[config.mk]
export PLATFORM = sky130hd
export DESIGN_NAME = axi_rd_sub
export DESIGN_NICKNAME = d
export VERILOG_FILES = /design/src/axi_rd_pkg.sv /design/src/rd_resp_if.sv /design/src/burst_addr_calc.sv /design/src/ar_txn_ctrl.sv /design/src/rd_ctx_pipe.sv /design/src/skid_buffer.sv /design/src/rd_data_pipe.sv /design/src/axi_rd_sub.sv
export VERILOG_INCLUDE_DIRS = /design/src
export SDC_FILE = /design/constraint.sdc
export NUM_CORES = 1
export LEC_CHECK = 0
export BUFFER_PORTS_ARGS = -buffer_cell sky130_fd_sc_hd__buf_4
export CORE_ASPECT_RATIO = 1.5
export CORE_MARGIN = 3
export CORE_UTILIZATION = 35
export CTS_CLUSTER_DIAMETER = 120
export DETAILED_ROUTE_END_ITERATION = 16
export PLACE_DENSITY_LB_ADDON = 0.12
export SLEW_MARGIN = 20
export SYNTH_ARGS = -nofsm -noshare
export SYNTH_HDL_FRONTEND = slang
export SYNTH_SLANG_ARGS = --single-unit
[constraint.sdc]
create_clock -name clk -period 9.45 [get_ports clk]
set_input_delay 0 -clock clk [delete_from_list [all_inputs] [get_ports clk]]
set_output_delay 0 -clock clk [all_outputs]
set_load 0.02 [all_outputs]
[src/axi_rd_config.svh]
// AXI read subordinate configuration
`ifndef AXI_RD_CONFIG_SVH
`define AXI_RD_CONFIG_SVH

// --------------------
// Bus widths
// --------------------
// Byte address width on AR and toward the component
`define AXI_RD_AW 32
// Read data width, same for AXI and component
`define AXI_RD_DW 32
// Transaction ID width
`define AXI_RD_IW 4

// --------------------
// Component timing
// --------------------
// Cycles from an accepted request (dv && !hld) to valid rdata/err
`define AXI_RD_C_LAT 2

`endif

[src/axi_rd_pkg.sv]
// AXI read subordinate types
package axi_rd_pkg;

`include "axi_rd_config.svh"

    // AxBURST encoding, RESERVED behaves as FIXED
    typedef enum logic [1:0] {
        AXI_BURST_FIXED    = 2'b00,
        AXI_BURST_INCR     = 2'b01,
        AXI_BURST_WRAP     = 2'b10,
        AXI_BURST_RESERVED = 2'b11
    } axi_burst_e;

    // xRESP encoding
    // Only OKAY and SLVERR come out of this design
    typedef enum logic [1:0] {
        AXI_RESP_OKAY   = 2'b00,
        AXI_RESP_EXOKAY = 2'b01,
        AXI_RESP_SLVERR = 2'b10,
        AXI_RESP_DECERR = 2'b11
    } axi_resp_e;

    // Per-beat context that travels alongside a component request
    typedef struct packed {
        logic [`AXI_RD_IW-1:0] id;
        axi_resp_e             resp;
        logic                  last;
    } rd_beat_t;

    // Full response beat held in the skid stages
    typedef struct packed {
        logic [`AXI_RD_DW-1:0] data;
        rd_beat_t              beat;
    } rd_resp_t;

endpackage

[src/rd_resp_if.sv]
// Response beat link
`timescale 1ns/1ps
`include "axi_rd_config.svh"

interface rd_resp_if import axi_rd_pkg::*; ();

    // Beat from the context pipeline, no stall possible
    logic                  valid;
    logic [`AXI_RD_DW-1:0] data;
    logic [`AXI_RD_IW-1:0] id;
    axi_resp_e             resp;
    logic                  last;

    // High when every skid stage can take one more beat
    logic                  space;

    // Context pipeline side
    modport src (output valid, data, id, resp, last, input space);

    // Data pipeline side
    modport dst (input valid, data, id, resp, last, output space);

endinterface

[src/burst_addr_calc.sv]
// AXI burst next address
`timescale 1ns/1ps
`include "axi_rd_config.svh"

module burst_addr_calc import axi_rd_pkg::*; (
    input  logic [`AXI_RD_AW-1:0] i_addr,
    input  logic [2:0]            i_size,
    input  axi_burst_e            i_burst,
    input  logic [7:0]            i_len,
    output logic [`AXI_RD_AW-1:0] o_next_addr
);

    localparam int AW = `AXI_RD_AW;

    logic [AW-1:0] beat_bytes;
    logic [AW-1:0] addr_algn;
    logic [AW-1:0] addr_incr;
    logic [8:0]    wrap_beats;
    logic [AW-1:0] wrap_mask;

    // --------------------
    // Common terms
    // --------------------
    always_comb begin
        // Bytes per beat, 1 << AxSIZE
        beat_bytes = AW'(1) << i_size;
        // Unaligned start address snaps down to the beat size
        addr_algn  = i_addr & ~(beat_bytes - AW'(1));
        addr_incr  = addr_algn + beat_bytes;
        // Wrap region is (len+1) beats, len+1 is a power of two for WRAP
        wrap_beats = {1'b0, i_len} + 9'd1;
        wrap_mask  = (AW'(wrap_beats) << i_size) - AW'(1);
    end

    // --------------------
    // Burst select
    // --------------------
    always_comb begin
        case (i_burst)
            AXI_BURST_INCR: begin
                o_next_addr = addr_incr;
            end
            AXI_BURST_WRAP: begin
                // Upper bits fixed to the region, lower bits roll over
                o_next_addr = (i_addr & ~wrap_mask) | (addr_incr & wrap_mask);
            end
            // FIXED and RESERVED repeat the address
            default: begin
                o_next_addr = i_addr;
            end
        endcase
    end

endmodule

[src/ar_txn_ctrl.sv]
// AR acceptance and beat issue
`timescale 1ns/1ps
`include "axi_rd_config.svh"

module ar_txn_ctrl import axi_rd_pkg::*; (
    input  logic                  clk,
    input  logic                  rst_n,
    // AR channel
    input  logic                  i_arvalid,
    output logic                  o_arready,
    input  logic [`AXI_RD_AW-1:0] i_araddr,
    input  logic [1:0]            i_arburst,
    input  logic [2:0]            i_arsize,
    input  logic [7:0]            i_arlen,
    input  logic [`AXI_RD_IW-1:0] i_arid,
    // Pipeline space and component hold
    input  logic                  i_space,
    input  logic                  i_hld,
    // Component request
    output logic                  o_dv,
    output logic [`AXI_RD_AW-1:0] o_addr,
    output logic [`AXI_RD_IW-1:0] o_id,
    output logic [2:0]            o_size,
    output logic                  o_last,
    // Toward the context pipeline
    output logic                  o_issue,
    output rd_beat_t              o_beat
);

    localparam int AW = `AXI_RD_AW;
    localparam int AG = $clog2(`AXI_RD_DW / 8);

    logic                  out_of_rst;
    logic                  active;
    logic                  ar_hs;
    logic                  final_beat;
    logic [AW-1:0]         ctx_addr;
    axi_burst_e            ctx_burst;
    logic [2:0]            ctx_size;
    logic [7:0]            ctx_len;
    logic [`AXI_RD_IW-1:0] ctx_id;
    logic [7:0]            beat_cnt;
    logic [AW-1:0]         addr_nxt;

    // --------------------
    // AR handshake
    // --------------------
    // Hold off one cycle after reset, then accept when idle or
    // when the last beat of the current burst goes out
    assign o_arready = out_of_rst && (!active || final_beat);
    assign ar_hs     = i_arvalid && o_arready;

    always_ff @(posedge clk or negedge rst_n) begin
        if (!rst_n) begin
            out_of_rst <= 1'b0;
        end else begin
            out_of_rst <= 1'b1;
        end
    end

    // Active until the final request is issued
    // Data for it may still be in flight afterwards
    always_ff @(posedge clk or negedge rst_n) begin
        if (!rst_n) begin
            active <= 1'b0;
        end else if (ar_hs) begin
            active <= 1'b1;
        end else if (final_beat) begin
            active <= 1'b0;
        end
    end

    // Burst context, new AR wins over the issue update
    always_ff @(posedge clk) begin
        if (ar_hs) begin
            ctx_addr  <= i_araddr;
            ctx_burst <= axi_burst_e'(i_arburst);
            ctx_size  <= i_arsize;
            ctx_len   <= i_arlen;
            ctx_id    <= i_arid;
        end else if (o_issue) begin
            ctx_addr  <= addr_nxt;
        end
    end

    // Remaining beats, holds at zero once the burst is done
    always_ff @(posedge clk or negedge rst_n) begin
        if (!rst_n) begin
            beat_cnt <= '0;
        end else if (ar_hs) begin
            beat_cnt <= i_arlen;
        end else if (o_issue && (beat_cnt != 8'd0)) begin
            beat_cnt <= beat_cnt - 8'd1;
        end
    end

    // --------------------
    // Component request
    // --------------------
    // Only request when the skid chain can absorb the result
    assign o_dv       = active && i_space;
    assign o_issue    = o_dv && !i_hld;
    assign final_beat = o_issue && o_last;

    // Address forced to data-width alignment
    assign o_addr = ctx_addr & ~AW'((1 << AG) - 1);
    assign o_id   = ctx_id;
    assign o_size = ctx_size;
    assign o_last = (beat_cnt == 8'd0);

    assign o_beat = '{id: ctx_id, resp: AXI_RESP_OKAY, last: o_last};

    // Full unaligned address feeds the next-address logic for narrow beats
    burst_addr_calc i_burst_addr_calc (
        .i_addr      (ctx_addr),
        .i_size      (ctx_size),
        .i_burst     (ctx_burst),
        .i_len       (ctx_len),
        .o_next_addr (addr_nxt)
    );

endmodule

[src/rd_ctx_pipe.sv]
// Request context latency pipeline
`timescale 1ns/1ps
`include "axi_rd_config.svh"

module rd_ctx_pipe import axi_rd_pkg::*; #(
    parameter int C_LAT = `AXI_RD_C_LAT
) (
    input  logic                  clk,
    input  logic                  rst_n,
    // Issued request and its context
    input  logic                  i_issue,
    input  rd_beat_t              i_beat,
    // Component return, C_LAT cycles after issue
    input  logic [`AXI_RD_DW-1:0] i_rdata,
    input  logic                  i_err,
    // Joined beat toward the data pipeline
    rd_resp_if.src                resp
);

    // Stage 0 is the issue cycle, stage C_LAT lines up with rdata
    logic     valid_sr [C_LAT+1];
    rd_beat_t beat_sr  [C_LAT+1];

    assign valid_sr[0] = i_issue;
    assign beat_sr[0]  = i_beat;

    // --------------------
    // Shift register
    // --------------------
    for (genvar gi = 1; gi <= C_LAT; gi++) begin : g_stage
        always_ff @(posedge clk or negedge rst_n) begin
            if (!rst_n) begin
                valid_sr[gi] <= 1'b0;
            end else begin
                valid_sr[gi] <= valid_sr[gi-1];
            end
        end

        // Context follows valid, no reset on the payload
        always_ff @(posedge clk) begin
            beat_sr[gi] <= beat_sr[gi-1];
        end
    end

    // --------------------
    // Join with component data
    // --------------------
    assign resp.valid = valid_sr[C_LAT];
    assign resp.data  = i_rdata;
    assign resp.id    = beat_sr[C_LAT].id;
    // Component error overrides the carried response
    assign resp.resp  = i_err ? AXI_RESP_SLVERR : beat_sr[C_LAT].resp;
    assign resp.last  = beat_sr[C_LAT].last;

endmodule

[src/skid_buffer.sv]
// Valid/ready skid stage
`timescale 1ns/1ps

module skid_buffer import axi_rd_pkg::*; (
    input  logic     clk,
    input  logic     rst_n,
    // Upstream
    input  logic     i_valid,
    output logic     o_ready,
    input  rd_resp_t i_data,
    // Downstream
    output logic     o_valid,
    input  logic     i_ready,
    output rd_resp_t o_data
);

    logic     skid_valid;
    rd_resp_t skid_data;

    // --------------------
    // Handshake
    // --------------------
    // Ready depends only on the skid register, no combinational path back
    assign o_ready = !skid_valid;

    // Held beat goes first, otherwise pass through
    assign o_valid = skid_valid || i_valid;
    assign o_data  = skid_valid ? skid_data : i_data;

    // --------------------
    // Skid register
    // --------------------
    always_ff @(posedge clk or negedge rst_n) begin
        if (!rst_n) begin
            skid_valid <= 1'b0;
        end else if (skid_valid) begin
            // Drains once downstream takes it
            if (i_ready) begin
                skid_valid <= 1'b0;
            end
        end else if (i_valid && !i_ready) begin
            // Accepted from upstream but downstream stalled
            skid_valid <= 1'b1;
        end
    end

    always_ff @(posedge clk) begin
        if (!skid_valid && i_valid && !i_ready) begin
            skid_data <= i_data;
        end
    end

endmodule

[src/rd_data_pipe.sv]
// Read data skid chain
`timescale 1ns/1ps
`include "axi_rd_config.svh"

module rd_data_pipe import axi_rd_pkg::*; #(
    parameter int C_LAT = `AXI_RD_C_LAT
) (
    input  logic                  clk,
    input  logic                  rst_n,
    // Beats from the context pipeline
    rd_resp_if.dst                resp,
    // R channel
    output logic                  o_rvalid,
    input  logic                  i_rready,
    output logic [`AXI_RD_DW-1:0] o_rdata,
    output logic [1:0]            o_rresp,
    output logic [`AXI_RD_IW-1:0] o_rid,
    output logic                  o_rlast
);

    // Index 0 is the chain input, index C_LAT+1 is the R channel
    logic     [C_LAT+1:0] stg_valid;
    logic     [C_LAT+1:0] stg_ready;
    rd_resp_t [C_LAT+1:0] stg_data;

    assign stg_valid[0] = resp.valid;
    assign stg_data[0]  = '{data: resp.data,
                            beat: '{id: resp.id, resp: resp.resp, last: resp.last}};

    // One stage per beat that can be in flight, plus one
    for (genvar gi = 0; gi <= C_LAT; gi++) begin : g_skid
        skid_buffer i_skid_buffer (
            .clk     (clk),
            .rst_n   (rst_n),
            .i_valid (stg_valid[gi]),
            .o_ready (stg_ready[gi]),
            .i_data  (stg_data[gi]),
            .o_valid (stg_valid[gi+1]),
            .i_ready (stg_ready[gi+1]),
            .o_data  (stg_data[gi+1])
        );
    end

    // Space only when no stage holds a beat, rready not included
    assign resp.space = &stg_ready[C_LAT:0];

    // --------------------
    // R channel
    // --------------------
    assign stg_ready[C_LAT+1] = i_rready;
    assign o_rvalid = stg_valid[C_LAT+1];
    assign o_rdata  = stg_data[C_LAT+1].data;
    assign o_rresp  = stg_data[C_LAT+1].beat.resp;
    assign o_rid    = stg_data[C_LAT+1].beat.id;
    assign o_rlast  = stg_data[C_LAT+1].beat.last;

endmodule

[src/axi_rd_sub.sv]
// AXI read subordinate
`timescale 1ns/1ps
`include "axi_rd_config.svh"

module axi_rd_sub import axi_rd_pkg::*; (
    input  logic                  clk,
    input  logic                  rst_n,
    // AR channel
    input  logic                  i_arvalid,
    output logic                  o_arready,
    input  logic [`AXI_RD_AW-1:0] i_araddr,
    input  logic [1:0]            i_arburst,
    input  logic [2:0]            i_arsize,
    input  logic [7:0]            i_arlen,
    input  logic [`AXI_RD_IW-1:0] i_arid,
    // R channel
    output logic                  o_rvalid,
    input  logic                  i_rready,
    output logic [`AXI_RD_DW-1:0] o_rdata,
    output logic [1:0]            o_rresp,
    output logic [`AXI_RD_IW-1:0] o_rid,
    output logic                  o_rlast,
    // Component
    output logic                  o_dv,
    output logic [`AXI_RD_AW-1:0] o_addr,
    output logic [`AXI_RD_IW-1:0] o_id,
    output logic [2:0]            o_size,
    output logic                  o_last,
    input  logic                  i_hld,
    input  logic                  i_err,
    input  logic [`AXI_RD_DW-1:0] i_rdata
);

    // Issue strobe and beat context into the latency pipeline
    logic     issue;
    rd_beat_t issue_beat;

    // Beat link between the context and data pipelines
    rd_resp_if i_rd_resp ();

    ar_txn_ctrl i_ar_txn_ctrl (
        .clk       (clk),
        .rst_n     (rst_n),
        .i_arvalid (i_arvalid),
        .o_arready (o_arready),
        .i_araddr  (i_araddr),
        .i_arburst (i_arburst),
        .i_arsize  (i_arsize),
        .i_arlen   (i_arlen),
        .i_arid    (i_arid),
        .i_space   (i_rd_resp.space),
        .i_hld     (i_hld),
        .o_dv      (o_dv),
        .o_addr    (o_addr),
        .o_id      (o_id),
        .o_size    (o_size),
        .o_last    (o_last),
        .o_issue   (issue),
        .o_beat    (issue_beat)
    );

    rd_ctx_pipe #(
        .C_LAT (`AXI_RD_C_LAT)
    ) i_rd_ctx_pipe (
        .clk     (clk),
        .rst_n   (rst_n),
        .i_issue (issue),
        .i_beat  (issue_beat),
        .i_rdata (i_rdata),
        .i_err   (i_err),
        .resp    (i_rd_resp.src)
    );

    rd_data_pipe #(
        .C_LAT (`AXI_RD_C_LAT)
    ) i_rd_data_pipe (
        .clk      (clk),
        .rst_n    (rst_n),
        .resp     (i_rd_resp.dst),
        .o_rvalid (o_rvalid),
        .i_rready (i_rready),
        .o_rdata  (o_rdata),
        .o_rresp  (o_rresp),
        .o_rid    (o_rid),
        .o_rlast  (o_rlast)
    );

endmodule

# Yosys cells after proc, flatten, opt, wreduce, memory -nomap -nowiden
# Index checks and enable logic that the tools add are counted.
[op_classes]
n_reduce_logical = 33
shift = 2
eq_ne = 2
bitwise_logic = 6
n_addsub = 5
muxes = 20
[op_table]
columns = ["operator", "n"]
rows = [
  ["$mux W39", 3],
  ["$and A32 B32 Y32", 3],
  ["$mux W32", 2],
  ["$not A32 Y32", 2],
  ["$pmux W32 S2", 1],
  ["$sub A32 B1 Y32 const B", 2],
  ["$add A32 B32 Y32", 1],
  ["$or A32 B32 Y32", 1],
  ["$shl A1 B3 Y32 const A", 1],
  ["$shl A9 B3 Y32", 1],
  ["$mux W8", 2],
  ["$logic_and A1 B1 Y1", 15],
  ["$mux W1", 11],
  ["$add A8 B1 Y9 const B", 1],
  ["$logic_not A8 Y1", 1],
  ["$reduce_bool A8 Y1", 1],
  ["$sub A8 B1 Y8 const B", 1],
  ["$logic_not A1 Y1", 6],
  ["$reduce_bool A2 Y1", 3],
  ["$logic_or A1 B1 Y1", 4],
  ["$reduce_and A3 Y1", 1],
  ["$reduce_bool A3 Y1", 1],
  ["$eq A2 B1 Y1 const B", 1],
  ["$eq A2 B2 Y1 const B", 1],
  ["2 further kinds", 2],
]
[word_totals]
reg_bits = 191
out_inout_bits = 82
inputBits = 87
wordCells = 97

# Depth between registers and ports, before layout
# Gate-level depths: netlist (run 1).
[depth]
word_depth = 10
mapped_depth = 15
mapped_depth_nobuf = 12

# Cells and area by module
# From an unflattened synthesis (run 1), not the netlist that was laid out.
[hier_totals]
hier_cells = 1007
hier_area_um2 = 12326.8
[modules_own_cells]
columns = ["module", "n_inst", "seq_area_each_um2", "area_each_um2", "cells_each"]
rows = [
  ["skid_buffer", 3, 1196.1, 1880.6, 88],
  ["burst_addr_calc", 1, 0.0, 3066.7, 496],
  ["ar_txn_ctrl", 1, 1721.7, 2996.6, 192],
  ["rd_ctx_pipe", 1, 330.3, 615.6, 54],
  ["rd_data_pipe", 1, 0.0, 6.3, 1],
]

# Least setup slack after synthesis (run 1)
# Ideal clock, no wire load.
[synth_timing]
kind = "flip-flop to flip-flop"
startpoint = "reg i_rd_data_pipe.g_skid[0].i_skid_buffer.skid_valid"
endpoint = "reg i_rd_data_pipe.g_skid[1].i_skid_buffer.skid_data[0] in the netlist's numbering (enable)"
path_stages_with_launch = 5
path_buffers = 2
period_less_slack_ns = 4.248
path_slack_ns = 5.202
required_time_ns = 8.961
t_arrival_ns = 3.760
setup_time_ns = 0.489
cell_sequence = "dfrtp_1 clkbuf_1 clkbuf_1 nor2_1 nor3b_1"
[synth_via]
elab_chain_cells = 3
[synth_rtl]
columns = ["element", "line_no", "rtl"]
rows = [
  ["start, declared", "skid_buffer.sv:17", "logic skid_valid;"],
  ["start signal, assigned", "skid_buffer.sv:35", "skid_valid <= 1'b0;"],
  ["start signal, assigned", "skid_buffer.sv:39", "skid_valid <= 1'b0;"],
  ["start signal, assigned", "skid_buffer.sv:43", "skid_valid <= 1'b1;"],
  ["$logic_or A1 B1 Y1", "skid_buffer.sv:27", "assign o_valid = skid_valid || i_valid;"],
  ["$logic_and A1 B1 Y1 (2 in series)", "skid_buffer.sv:48", "if (!skid_valid && i_valid && !i_ready) begin"],
  ["end signal, assigned", "skid_buffer.sv:49", "skid_data <= i_data;"],
  ["end, declared", "skid_buffer.sv:18", "rd_resp_t skid_data;"],
]
# No other way between the ends.
# A chain may end at the register's enable or synchronous reset.

==> results of run 1 <==
report_power, final:
| part | switching [uW] | leakage, uW | total [uW] | internal, uW |
|---|---|---|---|---|
| clock | 348 | 0.000266 | 697 | 349 |
| combinational | 597 | 0.00290 | 1120 | 523 |
| sequential | 155 | 0.00176 | 1270 | 1120 |
| total | 1100 | 0.00493 | 3090 | 1990 |
cells by family (layout without fill, tap and decap cells):
group,Yosys count,in the layout
AOI/OAI and AO/OA,157,157
DFF,188,188
and+or+nand+nor,291,291
buffers and inverters,118,319
muxes,122,122
other,2,4
adders and majority gates,11,11
xor gates and xnor gates,44,44
routing by layer:
layer	part of all wire [%]	up-vias	wire, um
met2	51	206	14700
met1	42	3892	12200
met3	3.9	40	1130
li1	-	3785	-
met5	0.024	-	7
met4	2.4	2	704
path summary, 6_finish.rpt:
check                                                                        from                                                 to  slack (ns)  cells after the start
worst max register to register  i_rd_data_pipe.g_skid[0].i_skid_buffer.skid_valid                                               flop        5.37                     10
worst min register to register                           i_rd_ctx_pipe.beat_sr[7]                            i_rd_ctx_pipe.resp.last        0.33                      0
worst min-delay path                                                 i_araddr[13]                                               flop        0.09                      4
worst max-delay path            i_rd_data_pipe.g_skid[0].i_skid_buffer.skid_valid                                               flop        5.37                     10
min in group asynchronous                                                   rst_n                          i_ar_txn_ctrl.beat_cnt[3]        0.71                      3
max in group asynchronous                                                   rst_n  i_rd_data_pipe.g_skid[2].i_skid_buffer.skid_valid        8.19                      3
final cells by class:
cell class	count	area [sq um]	share of cell area, %
Sequential cell	188	5470	40.8
Multi-Input combinational cell	629	4600	34.3
Timing Repair Buffer	262	2180	16.3
Tap cell	395	494	3.69
Clock buffer	19	433	3.23
Clock inverter	13	129	0.962
Inverter	25	93.8	0.700
cells in the mapped netlist (11+ instances only):
library cell  number
nand3_1           19
o21ai_0           20
a211oi_1          23
a21oi_1           40
inv_1             25
xnor2_1           36
buf_4             42
clkbuf_1          33
edfxtp_1         163
dfrtp_1           15
nor2_1            93
ha_1              11
nor3_1            16
nand2_1           74
mux2_2           119
nor2b_1           11
through the flow:
step / cells / setup WS (ns)
after global placement: 1414 / 5.29
after floorplan: 935 / 5.20
after CTS: 1531 / 5.28
after detailed placement: 1414 / 5.27
after global routing: 1531 / 4.83
final: 1531 / 5.37
worst min-delay path, stage by stage:
cell and delay, ns:
buf_4 0.08, nor2_1 0.04, a21oi_1 0.10, nor3b_1 0.18
==> results.yml, run 1 <==
outcome:
  outcome: "complete, no violations"
synthesis:
  syn_inst: 933
  postSynthRegisterBits: 188
  synth_area_leader_cell: "edfxtp_1"
  synth-edff-count: 163
  synthMuxAreaShare_pct: 12.8
  synth_simple_gate_area_share_pct: 13.9
  synth_top_family_by_area: "simple AND/OR/NAND/NOR gates"
  synth_flop_cell: "edfxtp_1"
  synthAdderAreaFrac_pct: 1.29
  synth_area_per_cell_sq_um: 11.5
  ys_warn_count: 0
  netlist.area_leader.share_pct: 45.7
  synth_compound_area_share_pct: 11.0
  async_flop_share_pct: 7.98
  synth_area_sq_um: 10700
  synth_cell_types: 82
  synth-xor-area-share_pct: 3.60
  yosysSeqAreaShare_pct: 51.1
  synth_area_leaders: "edfxtp_1 46%, mux2_2 13%, dfrtp_1 3.5%"
cells_and_area:
  syn2layout_area_growth_pct: 25.2
  stdcell_area_sq_um: 13400
  layout_common_cells: "177 x buf_4, 163 x edfxtp_1, 119 x mux2_2"
  drive_gt1_share_pct: 32.6
  fin_nets: 1221
  final_core_util_pct: 45.0
  final_common_cell: "buf_4"
  n_antenna_cell: 0
  nFillCells: 2770
cts:
  cts_tree: "done"
  postCtsSetupBuffers: 0
  cts_resized: 0
  clkSinkCount: 188
  cts_hold_buf: 85
  clk_pin_slew_worst_paths_ns: 0.08
  htreeDepth: 4
  cts_made_buffers: 17
  cts_root_buffer: "clkbuf_16"
  clock_latency_ns: 0.45
  clock_path_buffers: 2
grt:
  antenna_found_initial: 1
  grt_pass1_vias: 7926
  grt.overflow.total: 0
  use_met1_pct: 21.6
  top_usage_layer: "met2"
  grt_use_met3_pct: 3.09
  grt_use_total_pct: 17.5
  grt_max_degree: 58
  met2_usage_pct: 30.5
  grt_pass1_wl_um: 44400
routing:
  drt-total-wl_um: 28700
  post-route-drc-count: 0
  drt_pre_antenna_iters: 5
  drtIter0Drc: 443
  viasPerCell: 5.18
  wl_per_cell_um: 18.8
  ant_nets: 0
  vias: 7925
power_and_ir_drop:
  powerDensity_nw_per_um2: 231
  p_leak_uw: 0.00493
  fin_total_pwr_uw: 3090
  vdd_drop_max_mv: 0.134
placement:
  gp_congestion: 0.871
  place_area_sq_um: 12000
  place_hpwl_um: 20200
  io_buffers: 165
floorplan:
  chipHeight_um: 220
  die_x_um: 149
  boundaryPins: 169
  core_area_sq_um: 29800
  start_util_pct: 36.0
  row_count: 77
  die-area_sq_um: 32800
timing:
  finClkSkew_ns: 0.0127
  hold_violations: 0
  rsz0062_at_grt: "no"
  hold_ws_ns: 0.0862
  slew-limit-headroom_pct: 29.7
  setup_viol: 0
  worstMarginPinSlew_ns: 1.05
  fmax_mhz: 245
  slew_violations: 0
  fin_crit_ns: 4.08
  min_period_over_period_pct: 43.1
  fin_tns_setup_ns: 0
setup_path:
  slowest_delay_ns: 1.07
  path_delay_family: "simple AND/OR/NAND/NOR gates"
  worstSetupStartpointType: "flop"
  critPathSlowestCell: "dfrtp_2"
  worstSetupPathType: "reg -> reg"
  cp-end-kind: "flop"
  worstPathCellList: "nor3_1, nand3b_1, o21ai_0, nand3_2, buf_4, clkinv_1, nor2_1, nand2_1, o31ai_1, a211oi_1"
  crit_arrival_ns: 4.24
  crit_fanout: 57
  cp.required_ns: 9.62
  critical_path_buf_inv_count: 2
run:
  cap_viol_max_count: 0
hold_path:
  hp-class: "in -> reg"
Note: power is estimated with default switching activity, not from simulation.
==> inputs of run 2 (changes only) <==
==> constraint.sdc (replaced) <==
create_clock -name clk -period 4.1 [get_ports clk]
set_input_delay 0 -clock clk [delete_from_list [all_inputs] [get_ports clk]]
set_output_delay 0 -clock clk [all_outputs]
set_load 0.02 [all_outputs]
==> results.yml, run 2 (synthesis gave the netlist of run 1 again) <==
run:
  cap_viol_max_count: 0
setup_path:
  slowest_delay_ns: 0.50
  critPathSlowestCell: "edfxtp_1"
  crit_fanout: 15
  cp_common_cell: "ha_1"
  worstSetupStartpointType: "flop"
  cp.required_ns: 4.24
  crit_arrival_ns: 3.90
  cp-end-kind: "flop"
  worstPathCellList: "ha_1, nand2b_1, o21ai_0, nand2_1, ha_1, inv_1, a2111oi_0, a41oi_1, a211oi_2, and3_1, a31oi_4, nor2_1"
  worstRegToRegCells: 12
  worstSetupPathType: "reg -> reg"
floorplan:
  die-area_sq_um: 32800
  core_area_sq_um: 29800
  die_x_um: 149
  row_count: 77
  start_util_pct: 36.0
  chipHeight_um: 220
  boundaryPins: 169
cts:
  clk_pin_slew_worst_paths_ns: 0.08
  clock_path_buffers: 2
  postCtsSetupBuffers: 0
  htreeDepth: 4
  cts_made_buffers: 17
  clkSinkCount: 188
  cts_tree: "done"
  cts_root_buffer: "clkbuf_16"
  clock_latency_ns: 0.45
hold_path:
  hp-class: "in -> reg"
  min_path_cells: 3
power_and_ir_drop:
  p_leak_uw: 0.00502
  vdd_drop_max_mv: 0.272
  powerDensity_nw_per_um2: 537
timing:
  finClkSkew_ns: 0.0151
  setup_viol: 0
  hold_ws_ns: 0.0177
  slew-limit-headroom_pct: 38.0
  fin_crit_ns: 3.76
  slew_violations: 0
  worstMarginPinSlew_ns: 0.927
  rsz0062_at_grt: "no"
  min_period_over_period_pct: 91.7
  fmax_mhz: 266
  fin_tns_setup_ns: 0
  timing.final.ws_setup_ns: 0.339
  hold_violations: 0
routing:
  drt-total-wl_um: 29500
  wl_per_cell_um: 19.1
  drt_pre_antenna_iters: 5
  post-route-drc-count: 0
  vias: 7898
  viasPerCell: 5.12
  drtIter0Drc: 314
  ant_nets: 0
grt:
  grt_pass1_vias: 8149
  grt.overflow.total: 0
  grt_max_degree: 56
  grt_use_total_pct: 18.1
  grt_pass1_wl_um: 45800
  antenna_found_initial: 1
placement:
  place_hpwl_um: 21200
  pre_cts_slack_ns: 0.366
  gp_congestion: 0.869
  io_buffers: 165
outcome:
  outcome: "complete, no violations"
cells_and_area:
  layout_common_cells: "189 x buf_4, 163 x edfxtp_1, 119 x mux2_2"
  drive_gt1_share_pct: 33.5
  syn2layout_area_growth_pct: 26.5
  final_common_cell: "buf_4"
  n_antenna_cell: 0
  fin_nets: 1232
  nFillCells: 2764
## run 2: changes by cell type in the layout (fill, tap and decap cells not counted)
cell           before  now
buf_12              0    1
nor3b_4             0    1
clkinv_1            1    2
bufinv_16           0    2
buf_4             177  189
dlygate4sd3_1      85   83
clkinvlp_4          3    2
clkbuf_1            2    0
nor3b_2             2    1
## run 2: repair_timing
action	CTS	global route
gates resized for setup	0	0
hold buffers	83	0
hold endpoints to repair	137	0
## run 2: area by class of cell
| type | count | area, sq um | share of cell area (%) |
|---|---|---|---|
| clock inverters | 15 | 185 | 1.37 |
| well taps | 395 | 494 | 3.65 |
| inverters | 25 | 93.8 | 0.693 |
| clock buffers | 17 | 425 | 3.14 |
| repair buffers | 273 | 2270 | 16.8 |
| multi-input cells | 629 | 4600 | 34.0 |
| flip-flops and latches | 188 | 5470 | 40.4 |
## run 2: power breakdown
part           internal (uW)  total (uW)  switching [uW]
Combinational           1220        2770            1550
Sequential              2580        2770             190
Clock                    925        1730             809
Total                   4720        7270            2550
## run 2: worst paths after layout
| path | slack, ns | to | start |
|---|---|---|---|
| setup / recovery | 0.34 | flop | i_ar_txn_ctrl.ctx_len[1] |
| hold / removal | 0.02 | flop | i_araddr[14] |
| setup reg to reg | 0.34 | flop | i_ar_txn_ctrl.ctx_len[1] |
| hold reg to reg | 0.33 | i_rd_ctx_pipe.resp.id[0] | i_rd_ctx_pipe.beat_sr[10] |
| max in group asynchronous | 2.91 | i_rd_data_pipe.g_skid[1].i_skid_buffer.skid_valid | rst_n |
| min in group asynchronous | 0.68 | i_ar_txn_ctrl.beat_cnt[1] | rst_n |
## run 2: worst max-delay path: cells and delay by family, from the launching register on
| kind | cells | cell delay, ns |
|---|---|---|
| AOI/OAI and AO/OA | 5 | 1.41 |
| DFF | 1 | 0.50 |
| buffers and inverters | 1 | 0.09 |
| adders and majority gates | 2 | 0.69 |
| and+or+nand+nor | 4 | 0.76 |
## run 2: layer usage
layer | GRT usage [%] | wire (um) | part of all wire (%) | vias up
met2 | 33.9 | 16100 | 55 | 178
met3 | 3.42 | 1270 | 4.3 | 50
met1 | 20.2 | 11300 | 38 | 3847
li1 | - | - | - | 3821
met5 | 0 | 13 | 0.044 | -
met4 | 6.93 | 829 | 2.8 | 2
## run 2: metrics by stage
| stage | power [uW] | util [%] | instance area [sq um] | instances |
|---|---|---|---|---|
| 3_5_place_dp | 5570 | 40.7 | 12100 | 1427 |
| 4_1_cts | 7400 | 45.5 | 13500 | 1542 |
| 3_3_place_gp | 5550 | 40.7 | 12100 | 1427 |
| 6_report | 7270 | 45.5 | 13500 | 1542 |
| 5_1_grt | 7690 | 45.5 | 13500 | 1542 |
| 2_1_floorplan | 4620 | - | 10700 | 935 |
==> inputs of run 3 (changes only) <==
--- a/config.mk
+++ b/config.mk
@@ -6,12 +6,14 @@
 export SDC_FILE = /design/constraint.sdc
 export NUM_CORES = 1
 export LEC_CHECK = 0
+export ABC_AREA = 1
 export BUFFER_PORTS_ARGS = -buffer_cell sky130_fd_sc_hd__buf_4
 export CORE_ASPECT_RATIO = 1.5
 export CORE_MARGIN = 3
 export CORE_UTILIZATION = 35
 export CTS_CLUSTER_DIAMETER = 120
 export DETAILED_ROUTE_END_ITERATION = 16
+export HOLD_SLACK_MARGIN = 0.03
 export PLACE_DENSITY_LB_ADDON = 0.12
 export SLEW_MARGIN = 20
 export SYNTH_ARGS = -nofsm -noshare
==> results.yml, run 3 <==
outcome:
  outcome: "complete, no violations"
power_and_ir_drop:
  p_int_uw: 4730
  power_frac_seq_pct: 36.4
  combPwrFrac_pct: 40.7
  p_leak_uw: 0.00605
  net-switching-power_uw: 3080
  vdd_drop_max_mv: 0.305
  switching_share_pct: 39.4
  clock_power_share_pct: 22.9
  powerDensity_nw_per_um2: 576
timing:
  timing.final.ws_setup_ns: 0.685
  min_period_over_period_pct: 83.3
  finClkSkew_ns: 0.00809
  fmax_mhz: 293
  fin_crit_ns: 3.42
  worstMarginPinSlew_ns: 0.830
  hold_ws_ns: 0.277
  hold_violations: 0
  slew-limit-headroom_pct: 44.7
  rsz0062_at_grt: "no"
  setup_viol: 0
  slew_violations: 0
  fin_tns_setup_ns: 0
synthesis:
  synth_top_family_by_area: "simple AND/OR/NAND/NOR gates"
  synth_common_cells: "482 x nand2_1, 163 x edfxtp_1, 104 x nand3_1"
  syn_inst: 1287
  synthAdderAreaFrac_pct: 1.29
  yosys.cell_count.top_type: "nand2_1"
  synth_area_leaders: "edfxtp_1 46%, nand2_1 17%, nand3_1 4.9%"
  synth_area_sq_um: 10600
  synth_cell_types: 50
  yosysSeqAreaShare_pct: 51.4
  synthMuxAreaShare_pct: 0.212
  synth_area_per_cell_sq_um: 8.27
  ys_warn_count: 0
  netlist.area_leader.share_pct: 46.0
  synth_area_leader_cell: "edfxtp_1"
  async_flop_share_pct: 7.98
  synth-edff-count: 163
  synth_compound_area_share_pct: 6.66
  postSynthRegisterBits: 188
  synth_simple_gate_area_share_pct: 30.3
  synth-xor-area-share_pct: 1.73
  synth_flop_cell: "edfxtp_1"
routing:
  drtIter0Drc: 470
  met3_length_um: 1150
  drt_pre_antenna_iters: 5
  drt-total-wl_um: 31200
  ant_nets: 0
  top_layer: "met4"
  post-route-drc-count: 0
  vias: 9184
  met1Wirelength_um: 13000
  wl_met2_um: 16300
  viasPerCell: 4.83
  wl_per_cell_um: 16.4
run:
  cap_viol_max_count: 0
cells_and_area:
  layout_common_cells: "482 x nand2_1, 181 x buf_4, 163 x edfxtp_1"
  fin_nets: 1590
  final_common_cell: "nand2_1"
  n_antenna_cell: 0
  drive_gt1_share_pct: 17.7
  syn2layout_area_growth_pct: 27.3
placement:
  io_buffers: 165
  place_hpwl_um: 22600
  pre_cts_slack_ns: 0.726
  gp_congestion: 0.905
cts:
  htreeDepth: 4
  cts_tree: "done"
  clkSinkCount: 188
  cts_made_buffers: 17
  clock_path_buffers: 2
  clk_pin_slew_worst_paths_ns: 0.08
  clock_latency_ns: 0.44
  cts_root_buffer: "clkbuf_16"
  postCtsSetupBuffers: 0
setup_path:
  crit_arrival_ns: 3.62
  r2r_start: "i_ar_txn_ctrl.o_size[2]"
  worstSetupStartpointType: "flop"
  worstSetupPathType: "reg -> reg"
  cp.required_ns: 4.30
  crit_fanout: 18
  crit_start: "i_ar_txn_ctrl.o_size[2]"
  worstRegToRegCells: 19
  cp-end-kind: "flop"
floorplan:
  row_count: 77
  start_util_pct: 35.7
  boundaryPins: 169
  core_area_sq_um: 29800
  chipHeight_um: 220
  die_x_um: 148
  die-area_sq_um: 32600
hold_path:
  hp-class: "in -> reg"
  min_path_cells: 2
  hp-start: "i_arsize[2]"
grt:
  grt_max_degree: 78
  grt_pass1_wl_um: 49200
  antenna_found_initial: 0
  grt_use_total_pct: 19.4
  grt_pass1_vias: 9084
  grt.overflow.total: 0
run 3: final cells by class:
class                      instances  area (sq um)
clock buffer                      17           425
clock inverter                    15           203
fill                            2996         16200
inverter                         106           398
multi-input combinational        910          4310
sequential                       188          5470
tap                              395           494
timing repair buffer             269          2250
run 3: through the flow:
stage	instances	area [sq um]	utilization [%]	total power, uW
5_1_grt	1900	13500	45.5	8320
4_1_cts	1900	13500	45.5	7930
3_3_place_gp	1781	12100	40.5	6010
6_report	1900	13500	45.5	7800
3_5_place_dp	1781	12100	40.5	6040
2_1_floorplan	1289	10600	-	4890
run 3: critical path: stages, from the launching register on:
cell and delay (ns):
edfxtp_1 0.42, inv_2 0.29, nand2_2 0.15, nor2_2 0.16, inv_1 0.10, ha_1 0.31
inv_1 0.11, nor2_1 0.10, inv_1 0.32, nand2_1 0.19, nor2_1 0.15, inv_1 0.09
nor2_1 0.16, inv_1 0.09, nand2_2 0.17, nand3_1 0.10, nand2_1 0.09, nand2_1 0.06
nand2_1 0.06, nand2_1 0.04
run 3: logic make-up (layout without fill, tap and decap cells):
kind of cell,after synthesis,in the layout
AOI/OAI and AO/OA,117,117
xor gates and xnor gates,21,21
adders and majority gates,11,11
buffers and inverters,191,407
DFF,188,188
muxes,1,1
other,2,4
and+or+nand+nor,756,756
run 3: power by group through the flow:
stage	sequential, uW	clock (uW)	combinational [uW]
after global routing	2880	1920	3530
after CTS	2840	1850	3240
after floorplan	2820	0	2070
final	2840	1790	3180
after detailed placement	2880	0	3160
after global placement	2880	0	3140
run 3: routing by layer:
| metal | GRT usage [%] | vias up |
|---|---|---|
| met4 | 6.32 | 0 |
| met5 | 0 | - |
| met2 | 35.9 | 194 |
| met1 | 22.7 | 4309 |
| li1 | - | 4643 |
| met3 | 3.09 | 38 |
run 3: path summary, 6_finish.rpt:
check / slack, ns / to
hold / removal: 0.28 / i_ar_txn_ctrl.o_size[2]
min in group asynchronous: 0.69 / i_ar_txn_ctrl.beat_cnt[4]
hold reg to reg: 0.33 / i_rd_ctx_pipe.resp.id[3]
setup / recovery: 0.68 / flop
setup reg to reg: 0.68 / flop
max in group asynchronous: 2.89 / i_rd_data_pipe.g_skid[0].i_skid_buffer.skid_valid
run 3: repair_timing:
item | CTS | global route
gates resized for setup | 0 | 0
hold buffers | 87 | 0
hold endpoints to repair | 181 | 0
